==> src/qs_macros.svh <==
/* Queue system sizing macros: port count, field widths,
   queue depth and packet length limit */

`ifndef QS_MACROS_SVH
`define QS_MACROS_SVH

// Number of egress queues
`define QS_NUM_PORTS 4

// Width of the egress port field, values 4 to 7 are invalid
`define QS_PORT_W 3

// Data word width in bits
`define QS_DATA_W 32

// Storage per queue, in words
`define QS_QUEUE_DEPTH 16

// Longest packet in words, shortest is one word
`define QS_MAX_PKT_WORDS 8

`endif

==> src/qs_pkg.sv <==
/* Shared queue system types: data word, port id, packet length
   and the FSM state encodings */

`include "qs_macros.svh"

package qs_pkg;

    typedef logic [`QS_DATA_W-1:0] word_t;

    typedef logic [`QS_PORT_W-1:0] port_id_t;

    // Must hold the value QS_MAX_PKT_WORDS itself
    typedef logic [$clog2(`QS_MAX_PKT_WORDS + 1)-1:0] wlen_t;

    typedef enum logic [1:0] {
        CLS_IDLE,
        CLS_FORWARD,
        CLS_DISCARD
    } cls_state_t;

    typedef enum logic {
        SCHED_SELECT,
        SCHED_TRANSFER
    } sched_state_t;

endpackage

==> src/qs_egress_scheduler.sv <==
/* Round-robin egress scheduler, forwards one whole packet
   at a time with ready/valid back-pressure */

`timescale 1ns/100ps
`include "qs_macros.svh"

module qs_egress_scheduler (
    input  logic                        core_clk_ifc,
    input  logic                        rst_n,
    input  logic [`QS_NUM_PORTS-1:0]    pkt_avail,
    input  qs_pkg::word_t               head_data [`QS_NUM_PORTS],
    input  logic [`QS_NUM_PORTS-1:0]    head_last,
    output logic [`QS_NUM_PORTS-1:0]    rd,
    output logic                        out_valid,
    output qs_pkg::word_t               out_data,
    output qs_pkg::port_id_t            out_port,
    output logic                        out_last,
    input  logic                        out_ready
);

    localparam int ptr_w = $clog2(`QS_NUM_PORTS);

    qs_pkg::sched_state_t state;

    // Last served port, also the grant while a packet is in transfer
    logic [ptr_w-1:0]   last_ptr;
    logic [ptr_w-1:0]   next_idx;
    logic [ptr_w-1:0]   cand;
    logic               found;
    logic               accept;

    //////////////////////////////////////////////////
    // Round-robin search

    // Starts at the port after the last one served
    always_comb begin
        found    = 1'b0;
        next_idx = last_ptr;
        cand     = last_ptr;
        for (int k = 1; k <= `QS_NUM_PORTS; k++) begin
            cand = ptr_w'((int'(last_ptr) + k) % `QS_NUM_PORTS);
            if (!found && pkt_avail[cand]) begin
                found    = 1'b1;
                next_idx = cand;
            end
        end
    end

    //////////////////////////////////////////////////
    // Select / transfer FSM

    assign accept = out_valid && out_ready;

    always_ff @(posedge core_clk_ifc or negedge rst_n) begin
        if (!rst_n) begin
            state    <= qs_pkg::SCHED_SELECT;
            last_ptr <= ptr_w'(`QS_NUM_PORTS - 1);
        end else begin
            case (state)
                qs_pkg::SCHED_SELECT: begin
                    if (found) begin
                        last_ptr <= next_idx;
                        state    <= qs_pkg::SCHED_TRANSFER;
                    end
                end
                qs_pkg::SCHED_TRANSFER: begin
                    if (accept && head_last[last_ptr]) begin
                        state <= qs_pkg::SCHED_SELECT;
                    end
                end
                default: state <= qs_pkg::SCHED_SELECT;
            endcase
        end
    end

    // Whole packet is stored, so the head is always valid in transfer
    assign out_valid = (state == qs_pkg::SCHED_TRANSFER);
    assign out_data  = head_data[last_ptr];
    assign out_last  = head_last[last_ptr];
    assign out_port  = qs_pkg::port_id_t'(last_ptr);

    always_comb begin
        rd           = '0;
        rd[last_ptr] = accept;
    end

endmodule

==> src/qs_ingress_classifier.sv <==
/* Ingress classifier: steers each packet to its egress queue
   and discards packets with an invalid port */

`timescale 1ns/100ps
`include "qs_macros.svh"

module qs_ingress_classifier (
    input  logic                        core_clk_ifc,
    input  logic                        rst_n,
    input  logic                        in_valid,
    input  qs_pkg::word_t               in_data,
    input  qs_pkg::port_id_t            in_port,
    input  qs_pkg::wlen_t               in_wlen,
    input  logic                        in_last,
    output logic [`QS_NUM_PORTS-1:0]    q_wr,
    output qs_pkg::word_t               q_data,
    output logic                        q_first,
    output logic                        q_last,
    output qs_pkg::wlen_t               q_wlen,
    output logic                        bad_port_drop
);

    qs_pkg::cls_state_t state;
    logic               first_word;
    logic               port_ok;
    logic               fwd;

    //////////////////////////////////////////////////
    // Packet boundary tracking

    // Any valid word seen while idle opens a packet
    assign first_word = in_valid && (state == qs_pkg::CLS_IDLE);
    assign port_ok    = (in_port < qs_pkg::port_id_t'(`QS_NUM_PORTS));

    always_ff @(posedge core_clk_ifc or negedge rst_n) begin
        if (!rst_n) begin
            state <= qs_pkg::CLS_IDLE;
        end else if (in_valid) begin
            if (in_last) begin
                state <= qs_pkg::CLS_IDLE;
            end else if (first_word) begin
                state <= port_ok ? qs_pkg::CLS_FORWARD : qs_pkg::CLS_DISCARD;
            end
        end
    end

    //////////////////////////////////////////////////
    // Steering

    // Decision comes from the port on the first word, from the state after that
    assign fwd = in_valid && (first_word ? port_ok : (state == qs_pkg::CLS_FORWARD));

    always_comb begin
        for (int i = 0; i < `QS_NUM_PORTS; i++) begin
            q_wr[i] = fwd && (in_port == qs_pkg::port_id_t'(i));
        end
    end

    // Payload fans out to every queue, only q_wr selects one
    assign q_data  = in_data;
    assign q_first = first_word;
    assign q_last  = in_last;
    assign q_wlen  = in_wlen;

    // One pulse per bad packet, on its first word
    assign bad_port_drop = first_word && !port_ok;

endmodule

==> src/qs_port_queue.sv <==
/* Per-port packet FIFO with whole-packet tail-drop admission
   and a count of complete stored packets */

`timescale 1ns/100ps
`include "qs_macros.svh"

module qs_port_queue (
    input  logic            core_clk_ifc,
    input  logic            rst_n,
    input  logic            wr,
    input  qs_pkg::word_t   wr_data,
    input  logic            wr_first,
    input  logic            wr_last,
    input  qs_pkg::wlen_t   wr_wlen,
    input  logic            rd,
    output qs_pkg::word_t   head_data,
    output logic            head_last,
    output logic            pkt_avail,
    output logic            drop
);

    localparam int addr_w = $clog2(`QS_QUEUE_DEPTH);
    localparam int cnt_w  = $clog2(`QS_QUEUE_DEPTH + 1);

    qs_pkg::word_t      mem_data [`QS_QUEUE_DEPTH];
    logic               mem_last [`QS_QUEUE_DEPTH];

    logic [addr_w-1:0]  wr_ptr;
    logic [addr_w-1:0]  rd_ptr;
    logic [cnt_w-1:0]   word_cnt;
    logic [cnt_w-1:0]   pkt_cnt;
    logic [cnt_w-1:0]   free_words;
    logic               fits;
    logic               admit_q;
    logic               accept;
    logic               wr_en;
    logic               rd_last;

    //////////////////////////////////////////////////
    // Admission

    assign free_words = cnt_w'(`QS_QUEUE_DEPTH) - word_cnt;
    assign fits       = (cnt_w'(wr_wlen) <= free_words);

    // First word decides, later words follow the stored decision
    assign accept = wr_first ? fits : admit_q;

    // Full check guards against a packet longer than its length field
    assign wr_en  = wr && accept && (word_cnt != cnt_w'(`QS_QUEUE_DEPTH));
    assign drop   = wr && wr_first && !fits;

    always_ff @(posedge core_clk_ifc or negedge rst_n) begin
        if (!rst_n) begin
            admit_q <= 1'b0;
        end else if (wr && wr_first) begin
            admit_q <= fits;
        end
    end

    //////////////////////////////////////////////////
    // Storage

    always_ff @(posedge core_clk_ifc) begin
        if (wr_en) begin
            mem_data[wr_ptr] <= wr_data;
            mem_last[wr_ptr] <= wr_last;
        end
    end

    assign head_data = mem_data[rd_ptr];
    assign head_last = mem_last[rd_ptr];
    assign rd_last   = rd && head_last;

    // Pointers wrap on their own since the depth is a power of two
    always_ff @(posedge core_clk_ifc or negedge rst_n) begin
        if (!rst_n) begin
            wr_ptr   <= '0;
            rd_ptr   <= '0;
            word_cnt <= '0;
            pkt_cnt  <= '0;
        end else begin
            if (wr_en) begin
                wr_ptr <= wr_ptr + 1'b1;
            end
            if (rd) begin
                rd_ptr <= rd_ptr + 1'b1;
            end
            case ({wr_en, rd})
                2'b10:   word_cnt <= word_cnt + 1'b1;
                2'b01:   word_cnt <= word_cnt - 1'b1;
                default: word_cnt <= word_cnt;
            endcase
            // Packet becomes visible once its last word is stored
            case ({wr_en && wr_last, rd_last})
                2'b10:   pkt_cnt <= pkt_cnt + 1'b1;
                2'b01:   pkt_cnt <= pkt_cnt - 1'b1;
                default: pkt_cnt <= pkt_cnt;
            endcase
        end
    end

    assign pkt_avail = (pkt_cnt != '0);

endmodule

==> src/qs_queue_system.sv <==
/* Egress queue system top: classifier, per-port queues
   and round-robin scheduler */

`timescale 1ns/100ps
`include "qs_macros.svh"

module qs_queue_system (
    input  logic                        core_clk_ifc,
    input  logic                        rst_n,
    input  logic                        in_valid,
    input  qs_pkg::word_t               in_data,
    input  qs_pkg::port_id_t            in_port,
    input  qs_pkg::wlen_t               in_wlen,
    input  logic                        in_last,
    output logic                        out_valid,
    output qs_pkg::word_t               out_data,
    output qs_pkg::port_id_t            out_port,
    output logic                        out_last,
    input  logic                        out_ready,
    output logic                        bad_port_drop,
    output logic [`QS_NUM_PORTS-1:0]    queue_drop
);

    logic [`QS_NUM_PORTS-1:0]   q_wr;
    qs_pkg::word_t              q_data;
    logic                       q_first;
    logic                       q_last;
    qs_pkg::wlen_t              q_wlen;

    logic [`QS_NUM_PORTS-1:0]   pkt_avail;
    qs_pkg::word_t              head_data [`QS_NUM_PORTS];
    logic [`QS_NUM_PORTS-1:0]   head_last;
    logic [`QS_NUM_PORTS-1:0]   rd;

    //////////////////////////////////////////////////
    // Ingress

    qs_ingress_classifier u_classifier (
        .core_clk_ifc   (core_clk_ifc),
        .rst_n          (rst_n),
        .in_valid       (in_valid),
        .in_data        (in_data),
        .in_port        (in_port),
        .in_wlen        (in_wlen),
        .in_last        (in_last),
        .q_wr           (q_wr),
        .q_data         (q_data),
        .q_first        (q_first),
        .q_last         (q_last),
        .q_wlen         (q_wlen),
        .bad_port_drop  (bad_port_drop)
    );

    //////////////////////////////////////////////////
    // Per-port queues

    for (genvar g = 0; g < `QS_NUM_PORTS; g++) begin : g_queue
        qs_port_queue u_queue (
            .core_clk_ifc   (core_clk_ifc),
            .rst_n          (rst_n),
            .wr             (q_wr[g]),
            .wr_data        (q_data),
            .wr_first       (q_first),
            .wr_last        (q_last),
            .wr_wlen        (q_wlen),
            .rd             (rd[g]),
            .head_data      (head_data[g]),
            .head_last      (head_last[g]),
            .pkt_avail      (pkt_avail[g]),
            .drop           (queue_drop[g])
        );
    end

    //////////////////////////////////////////////////
    // Egress

    qs_egress_scheduler u_scheduler (
        .core_clk_ifc   (core_clk_ifc),
        .rst_n          (rst_n),
        .pkt_avail      (pkt_avail),
        .head_data      (head_data),
        .head_last      (head_last),
        .rd             (rd),
        .out_valid      (out_valid),
        .out_data       (out_data),
        .out_port       (out_port),
        .out_last       (out_last),
        .out_ready      (out_ready)
    );

endmodule

==> config.mk <==
export PLATFORM = sky130hd
export DESIGN_NAME = qs_queue_system
export DESIGN_NICKNAME = d
export VERILOG_FILES = /design/src/qs_pkg.sv /design/src/qs_egress_scheduler.sv /design/src/qs_ingress_classifier.sv /design/src/qs_port_queue.sv /design/src/qs_queue_system.sv
export VERILOG_INCLUDE_DIRS = /design/src
export SDC_FILE = /design/constraint.sdc
export NUM_CORES = 2
export LEC_CHECK = 0
export BUFFER_PORTS_ARGS = -buffer_cell sky130_fd_sc_hd__buf_2
export CORE_MARGIN = 8
export CORE_UTILIZATION = 57
export DETAILED_ROUTE_END_ITERATION = 16
export GPL_ROUTABILITY_DRIVEN = 0
export PLACE_DENSITY = 0.74
export SLEW_MARGIN = 15
export SYNTH_ARGS = -nofsm -noshare
export SYNTH_HDL_FRONTEND = slang
export SYNTH_SLANG_ARGS = --single-unit
==> constraint.sdc <==
create_clock -name core_clk_ifc -period 6.08 [get_ports core_clk_ifc]
set_input_delay 0.912 -clock core_clk_ifc [delete_from_list [all_inputs] [get_ports core_clk_ifc]]
set_output_delay 0.912 -clock core_clk_ifc [all_outputs]
set_load 0.03 [all_outputs]
; Yosys cells after proc, flatten, opt, wreduce, memory -nomap -nowiden
; Memory sizes are Yosys's and may differ from the RTL's.
; Cells that the tools add are included.
[word_totals]
regBits = 81
latch_bits = 0
mem_bits_rw = 2112
romBits = 0
inputBits = 44
output_inout_bits = 42
n_memories = 8
[mem_list]
columns = memory, words, width, read_ports, rd_clocked_by_memory_dff, wr, line
row1 = g_queue[0].u_queue.mem_data, 16, 32, 1, 0, 1, qs_port_queue.sv:25  ; qs_pkg::word_t mem_data [`QS_QUEUE_DEPTH];
row2 = g_queue[1].u_queue.mem_data, 16, 32, 1, 0, 1, qs_port_queue.sv:25
row3 = g_queue[2].u_queue.mem_data, 16, 32, 1, 0, 1, qs_port_queue.sv:25
row4 = g_queue[3].u_queue.mem_data, 16, 32, 1, 0, 1, qs_port_queue.sv:25
row5 = g_queue[0].u_queue.mem_last, 16, 1, 1, 0, 1, qs_port_queue.sv:26  ; logic mem_last [`QS_QUEUE_DEPTH];
row6 = g_queue[1].u_queue.mem_last, 16, 1, 1, 0, 1, qs_port_queue.sv:26
row7 = 2 more memories, n/a, n/a, n/a, n/a, n/a, n/a
[op_classes]
add_sub_neg = 32
multipliers = 0
div_mod_pow = 0
magnitude_cmp = 12
n_eq_ne = 24
shifts = 0
muxes = 50
bitwise_logic = 3
n_reduce_logical = 63
[ops]
columns = op, count
row1 = $pmux 5 s2, 8
row2 = $bmux 32 s2, 1
row3 = $mux 32, 2
row4 = $add 5x1->5 const B, 8
row5 = $sub 5x1->5 const B, 8
row6 = $logic_and 1x1->1, 37
row7 = $add 4x1->4 const B, 8
row8 = $mux 1, 25
row9 = $le 4x5->1, 4
row10 = $ne 5x5->1 const B, 4
row11 = $reduce_bool 5->1, 4
row12 = $sub 5x5->5 const A, 4
row13 = $eq 2x1->1 const B, 9
row14 = $reduce_bool 2->1, 9
row15 = $eq 2x2->1 const B, 8
row16 = $lt 2x3->1 const B, 5
row17 = $mux 2, 7
row18 = $bmux 1 s2, 5
row19 = $logic_not 1->1, 8
row20 = $eq 3x2->1 const B, 2
row21 = $add 2x1->2 const B, 2
row22 = $add 2x2->2 const B, 2
row23 = $and 4x4->4, 1
row24 = $reduce_bool 4->1, 1
row25 = other kinds (12), 12

; Longest topological paths before layout
[logic_depth]
word_depth = 15
ltp_mapped = 22
mapped_depth_nobuf = 19

; Modules after synthesis
; Synthesis repeated with hierarchy kept, for this count alone.
[unflattened]
hier_cells = 3996
hier_area_um2 = 86354.1
[by_module_without_submodules]
columns = mod, instances, cells_per_inst, area_each_um2
row1 = qs_port_queue (g_queue[0].u_queue ...), 2, 967, 21187.8
row2 = qs_port_queue (g_queue[3].u_queue), 1, 968, 21192.8
row3 = qs_port_queue (g_queue[1].u_queue), 1, 967, 21186.6
row4 = qs_egress_scheduler, 1, 78, 1169.9
row5 = qs_ingress_classifier, 1, 49, 429.2

; Worst setup path before layout
; Ideal clock, no wire load.
[synth_timing]
path_type = input to register
from = input in_wlen[2]
to = memory g_queue[2].u_queue.mem_data[3][0] in the netlist's numbering, enable pin
arrival_ns = 5.705
required_ns = 5.562
path_slack_ns = -0.143
stages = 8
path_buffers = 1
cell_sequence = ha_1 -> a21o_1 -> a211oi_1 -> o21ai_1 -> a21oi_1 -> inv_2 -> clkbuf_1 -> nor4b_1
[synth_via]
elab_chain_len = 6
[synth_rtl]
columns = element, line
row1 = "start, declared", qs_queue_system.sv:13  ; input qs_pkg::wlen_t in_wlen,
row2 = $le 4x5->1, qs_port_queue.sv:43  ; assign fits = (cnt_w'(wr_wlen) <= free_words);
row3 = $mux 1, qs_port_queue.sv:46  ; assign accept = wr_first ? fits : admit_q;
row4 = $logic_and 1x1->1 (2 in series), qs_port_queue.sv:49  ; assign wr_en = wr && accept && (word_cnt != cnt_w'(`QS_QUEUE_DEPTH));
row5 = $mux 1, qs_port_queue.sv:64  ; if (wr_en) begin
row6 = $mux 1 (not written as such), qs_port_queue.sv:65  ; mem_data[wr_ptr] <= wr_data;
row7 = "end, declared", qs_port_queue.sv:25
; Every way passes these cells.

; Final worst setup path
[layout_timing]
from = register g_queue[3].u_queue.rd_ptr[0]
to = output out_data[29]
[layout_via]
elab_chain_len = 4
[layout_rtl]
columns = element, line
row1 = "start, declared", qs_port_queue.sv:29  ; logic [addr_w-1:0] rd_ptr;
row2 = "start signal, assigned", qs_port_queue.sv:86  ; rd_ptr <= rd_ptr + 1'b1;
row3 = $mem_v2 16x32, n/a
row4 = $bmux 32 s2, qs_egress_scheduler.sv:78  ; assign out_data = head_data[last_ptr];
row5 = $mux 32 (not written as such) (2 in series), qs_egress_scheduler.sv:78
row6 = "end, declared", qs_queue_system.sv:16  ; output qs_pkg::word_t out_data,
; Every way passes these cells. The select of a mux whose other input is x is not followed.

==> results.toml <==
[critical_path]
r2r-start = "g_queue[0].u_queue.word_cnt[0]"
crit_type = "register to primary output"
arrival_ns = 4.76
r2r_slack_ns = 1.75
crit_path_start_kind = "register"
r2r.worst_path.cells = 19
worstPathRequired_ns = 5.17
crit_fanout = 36
cp-startpoint = "g_queue[3].u_queue.rd_ptr[0]"
rr_endpoint = "g_queue[0].u_queue.pkt_cnt[4]"
setup.worst_path.end_class = "primary output"

[route]
ant_nets = 0
vias_per_cell = 6.52
top_layer_used = "met5"
wl_met3_mm = 21.0
drt_first_pass_iters = 5
wirelength_mm = 205
wl_met1_mm = 76.2
route.detailed.drc = 0
wl_met2_mm = 100
wl_per_cell_um = 33.2
first_iter_violations = 5294
num_vias = 40300

[layout]
layout_common_cells = "edfxtp_1 (2112), mux4_2 (657), clkbuf_16 (212)"
multiInputGateArea_mm2 = 0.0196
area_growth_pct = 12.0
seq_area_mm2 = 0.0655
layout.cells.non_filler = 6172
utilization = 0.642
final_layout_size_suffix_gt1_frac = 0.310
final_common_cell = "edfxtp_1"
fillers = 9500
num-nets-final = 4104

[clocking]
tritoncts = "done"
cts_buffer_depth = 3
clk_pin_slew_ns = 0.06
insertion_delay_ns = 0.83
cts.repair.resized = 0
h-tree-depth = 4
cts_sinks = 2193
cts_root_buf = "clkbuf_16"
cts_buffers = 208

[sta]
skew_ns = 0.0242
finalSetupTns_ns = 0
hold_violations = 0
finalMaxSlewViolations = 0
rsz0062_at_grt = "no"
worst_pin_slew_ns = 1.19
period_share = 0.932
worst_hold_slack_ns = 0.333
finalSetupViolCount = 0
fmax_mhz = 176
period_minus_slack_ns = 5.67
relSlewSlack = 0.205

[yosys]
synth_top_cell_area_share = 0.739
synth-seq-cells = 2193
syn_inst = 3727
postSynthAreaPerCell_um2 = 23.0
synth_seq_area_share = 0.762
yosysUniqueCellTypes = 66
synth.largest_area_cell = "edfxtp_1"
ys_top_cells_by_area = "edfxtp_1 (74%), mux4_2 (17%), dfrtp_1 (2.3%)"
synth_edf_count = 2112
ys_async_sr_fraction = 0.0369
syn_area_mm2 = 0.0858
synth_ff_type = "edfxtp_1"
syn-num-nets = 3855
yosysWarnings = 0

[power]
p_leak_nw = 30.7
p_per_area_mw_per_mm2 = 439
irDropWorstVdd_uv = 499

[floorplan]
core_mm2 = 0.150
dieArea_mm2 = 0.163
start_util = 0.573
placementRows = 142
fp.dieH_um = 404
pin_count = 86
die_w_um = 404

[worst_hold_path]
hold_depth = 2
hold_path.startpoint = "in_valid"
hold_class = "input pin to register"
hold_end = "u_classifier.state[1]"

[grt]
grt_pass1_vias = 41200
antenna_found_initial = 21
grt_usage = 0.252
grt.overflow.total = 0
grt_max_degree = 65
grt_pass1_wl_mm = 294

[placed_design]
numPortBuffers = 84
dp_hpwl_mm = 113
post-place-cells = 5781

[outcome]
status = "completed"

[job]
maxCapViolCount = 0
where the power goes:
| group | leakage (nW) | internal (mW) | switching [mW] |
|---|---|---|---|
| Clock | 3.17 | 7.02 | 5.46 |
| Sequential | 20.0 | 16.9 | 1.16 |
| Combinational | 7.57 | 5.46 | 6.18 |
| Total | 30.7 | 29.4 | 12.8 |
critical path: stages (launching register included):
cell	delay, ns
dfrtp_4	0.90
buf_4	0.42
mux4_2	0.56
mux4_2	0.50
a22oi_1	0.87
nand2_1	0.37
buf_2	0.29
cell usage after synthesis (10+ instances only):
| cell | instances |
|---|---|
| o21ai_1 | 17 |
| a22oi_1 | 70 |
| xor2_1 | 48 |
| buf_2 | 43 |
| dfrtp_1 | 79 |
| and2_1 | 18 |
| mux4_2 | 657 |
| nand2_1 | 90 |
| clkbuf_1 | 104 |
| a21oi_1 | 26 |
| inv_1 | 34 |
| buf_4 | 10 |
| nor2_1 | 56 |
| nor3_1 | 18 |
| buf_1 | 41 |
| xnor2_1 | 32 |
| edfxtp_1 | 2112 |
| a21o_1 | 12 |
| mux2i_1 | 10 |
| o21a_1 | 10 |
| and3_1 | 29 |
| ha_1 | 80 |
worst max path at each step:
stage,slack [ns],to
5_1_grt,0.38,out_data[29]
3_5_place_dp,1.56,out_data[29]
6_report,0.41,out_data[29]
3_3_place_gp,1.58,g_queue[0].u_queue.pkt_cnt[4]
2_1_floorplan,1.07,g_queue[2].u_queue.mem_data[10][0]
4_1_cts,0.61,out_data[29]
logic make-up (layout without fill, tap and decap cells):
kind of cell,after synthesis,in the layout,synth area share
adders and majority gates,84,84,0.0126
xor gates and xnor gates,80,80,0.00816
AOI/OAI and AO/OA,180,180,0.0144
DFF,2193,2193,0.762
other,1,14,0.0000437
buffers and inverters,243,659,0.0119
and+or+nand+nor,269,269,0.0156
muxes,677,677,0.175
state kept, by name, indices dropped and copies added (netlist names):
name	cells
u_scheduler.out_valid	1
g_queue.u_queue.wr_ptr	16
g_queue.u_queue.mem_last	64
u_classifier.state	2
g_queue.u_queue.word_cnt	20
g_queue.u_queue.admit_q	4
g_queue.u_queue.pkt_cnt	20
g_queue.u_queue.mem_data	2048
u_scheduler.last_ptr	2
g_queue.u_queue.rd_ptr	16
area by class of cell:
class,count,share of cell area
Clock buffer,267,0.0581
Inverter,43,0.00171
Clock inverter,110,0.00966
Multi-Input combinational cell,1291,0.204
Sequential cell,2193,0.681
Tap cell,2016,0.0262
Timing Repair Buffer,239,0.0186
Antenna cell,13,0.000338
metrics by stage:
step                      total power [mW]  worst slack, ns  instance area [um^2]
final                                 42.2            0.411                 96100
after global placement                29.8             1.58                 89500
after global routing                  43.6            0.379                 96100
after CTS                             42.4            0.609                 96100
after floorplan                       26.1             1.07                 85800
after detailed placement              30.0             1.56                 89600
routing by layer:
| metal | vias up | global-route usage |
|---|---|---|
| met3 | 384 | 0.0628 |
| met2 | 2225 | 0.407 |
| met4 | 6 | 0.0845 |
| met1 | 21300 | 0.341 |
| li1 | 16300 | - |
| met5 | - | 0 |
repair_timing:
action                                  CTS  global route
hold buffers                              1             0
endpoints found under the setup margin    0             0
buffers inserted                          0             0
endpoints found under the hold margin    18             0
Power figures use the tool's default switching activity.
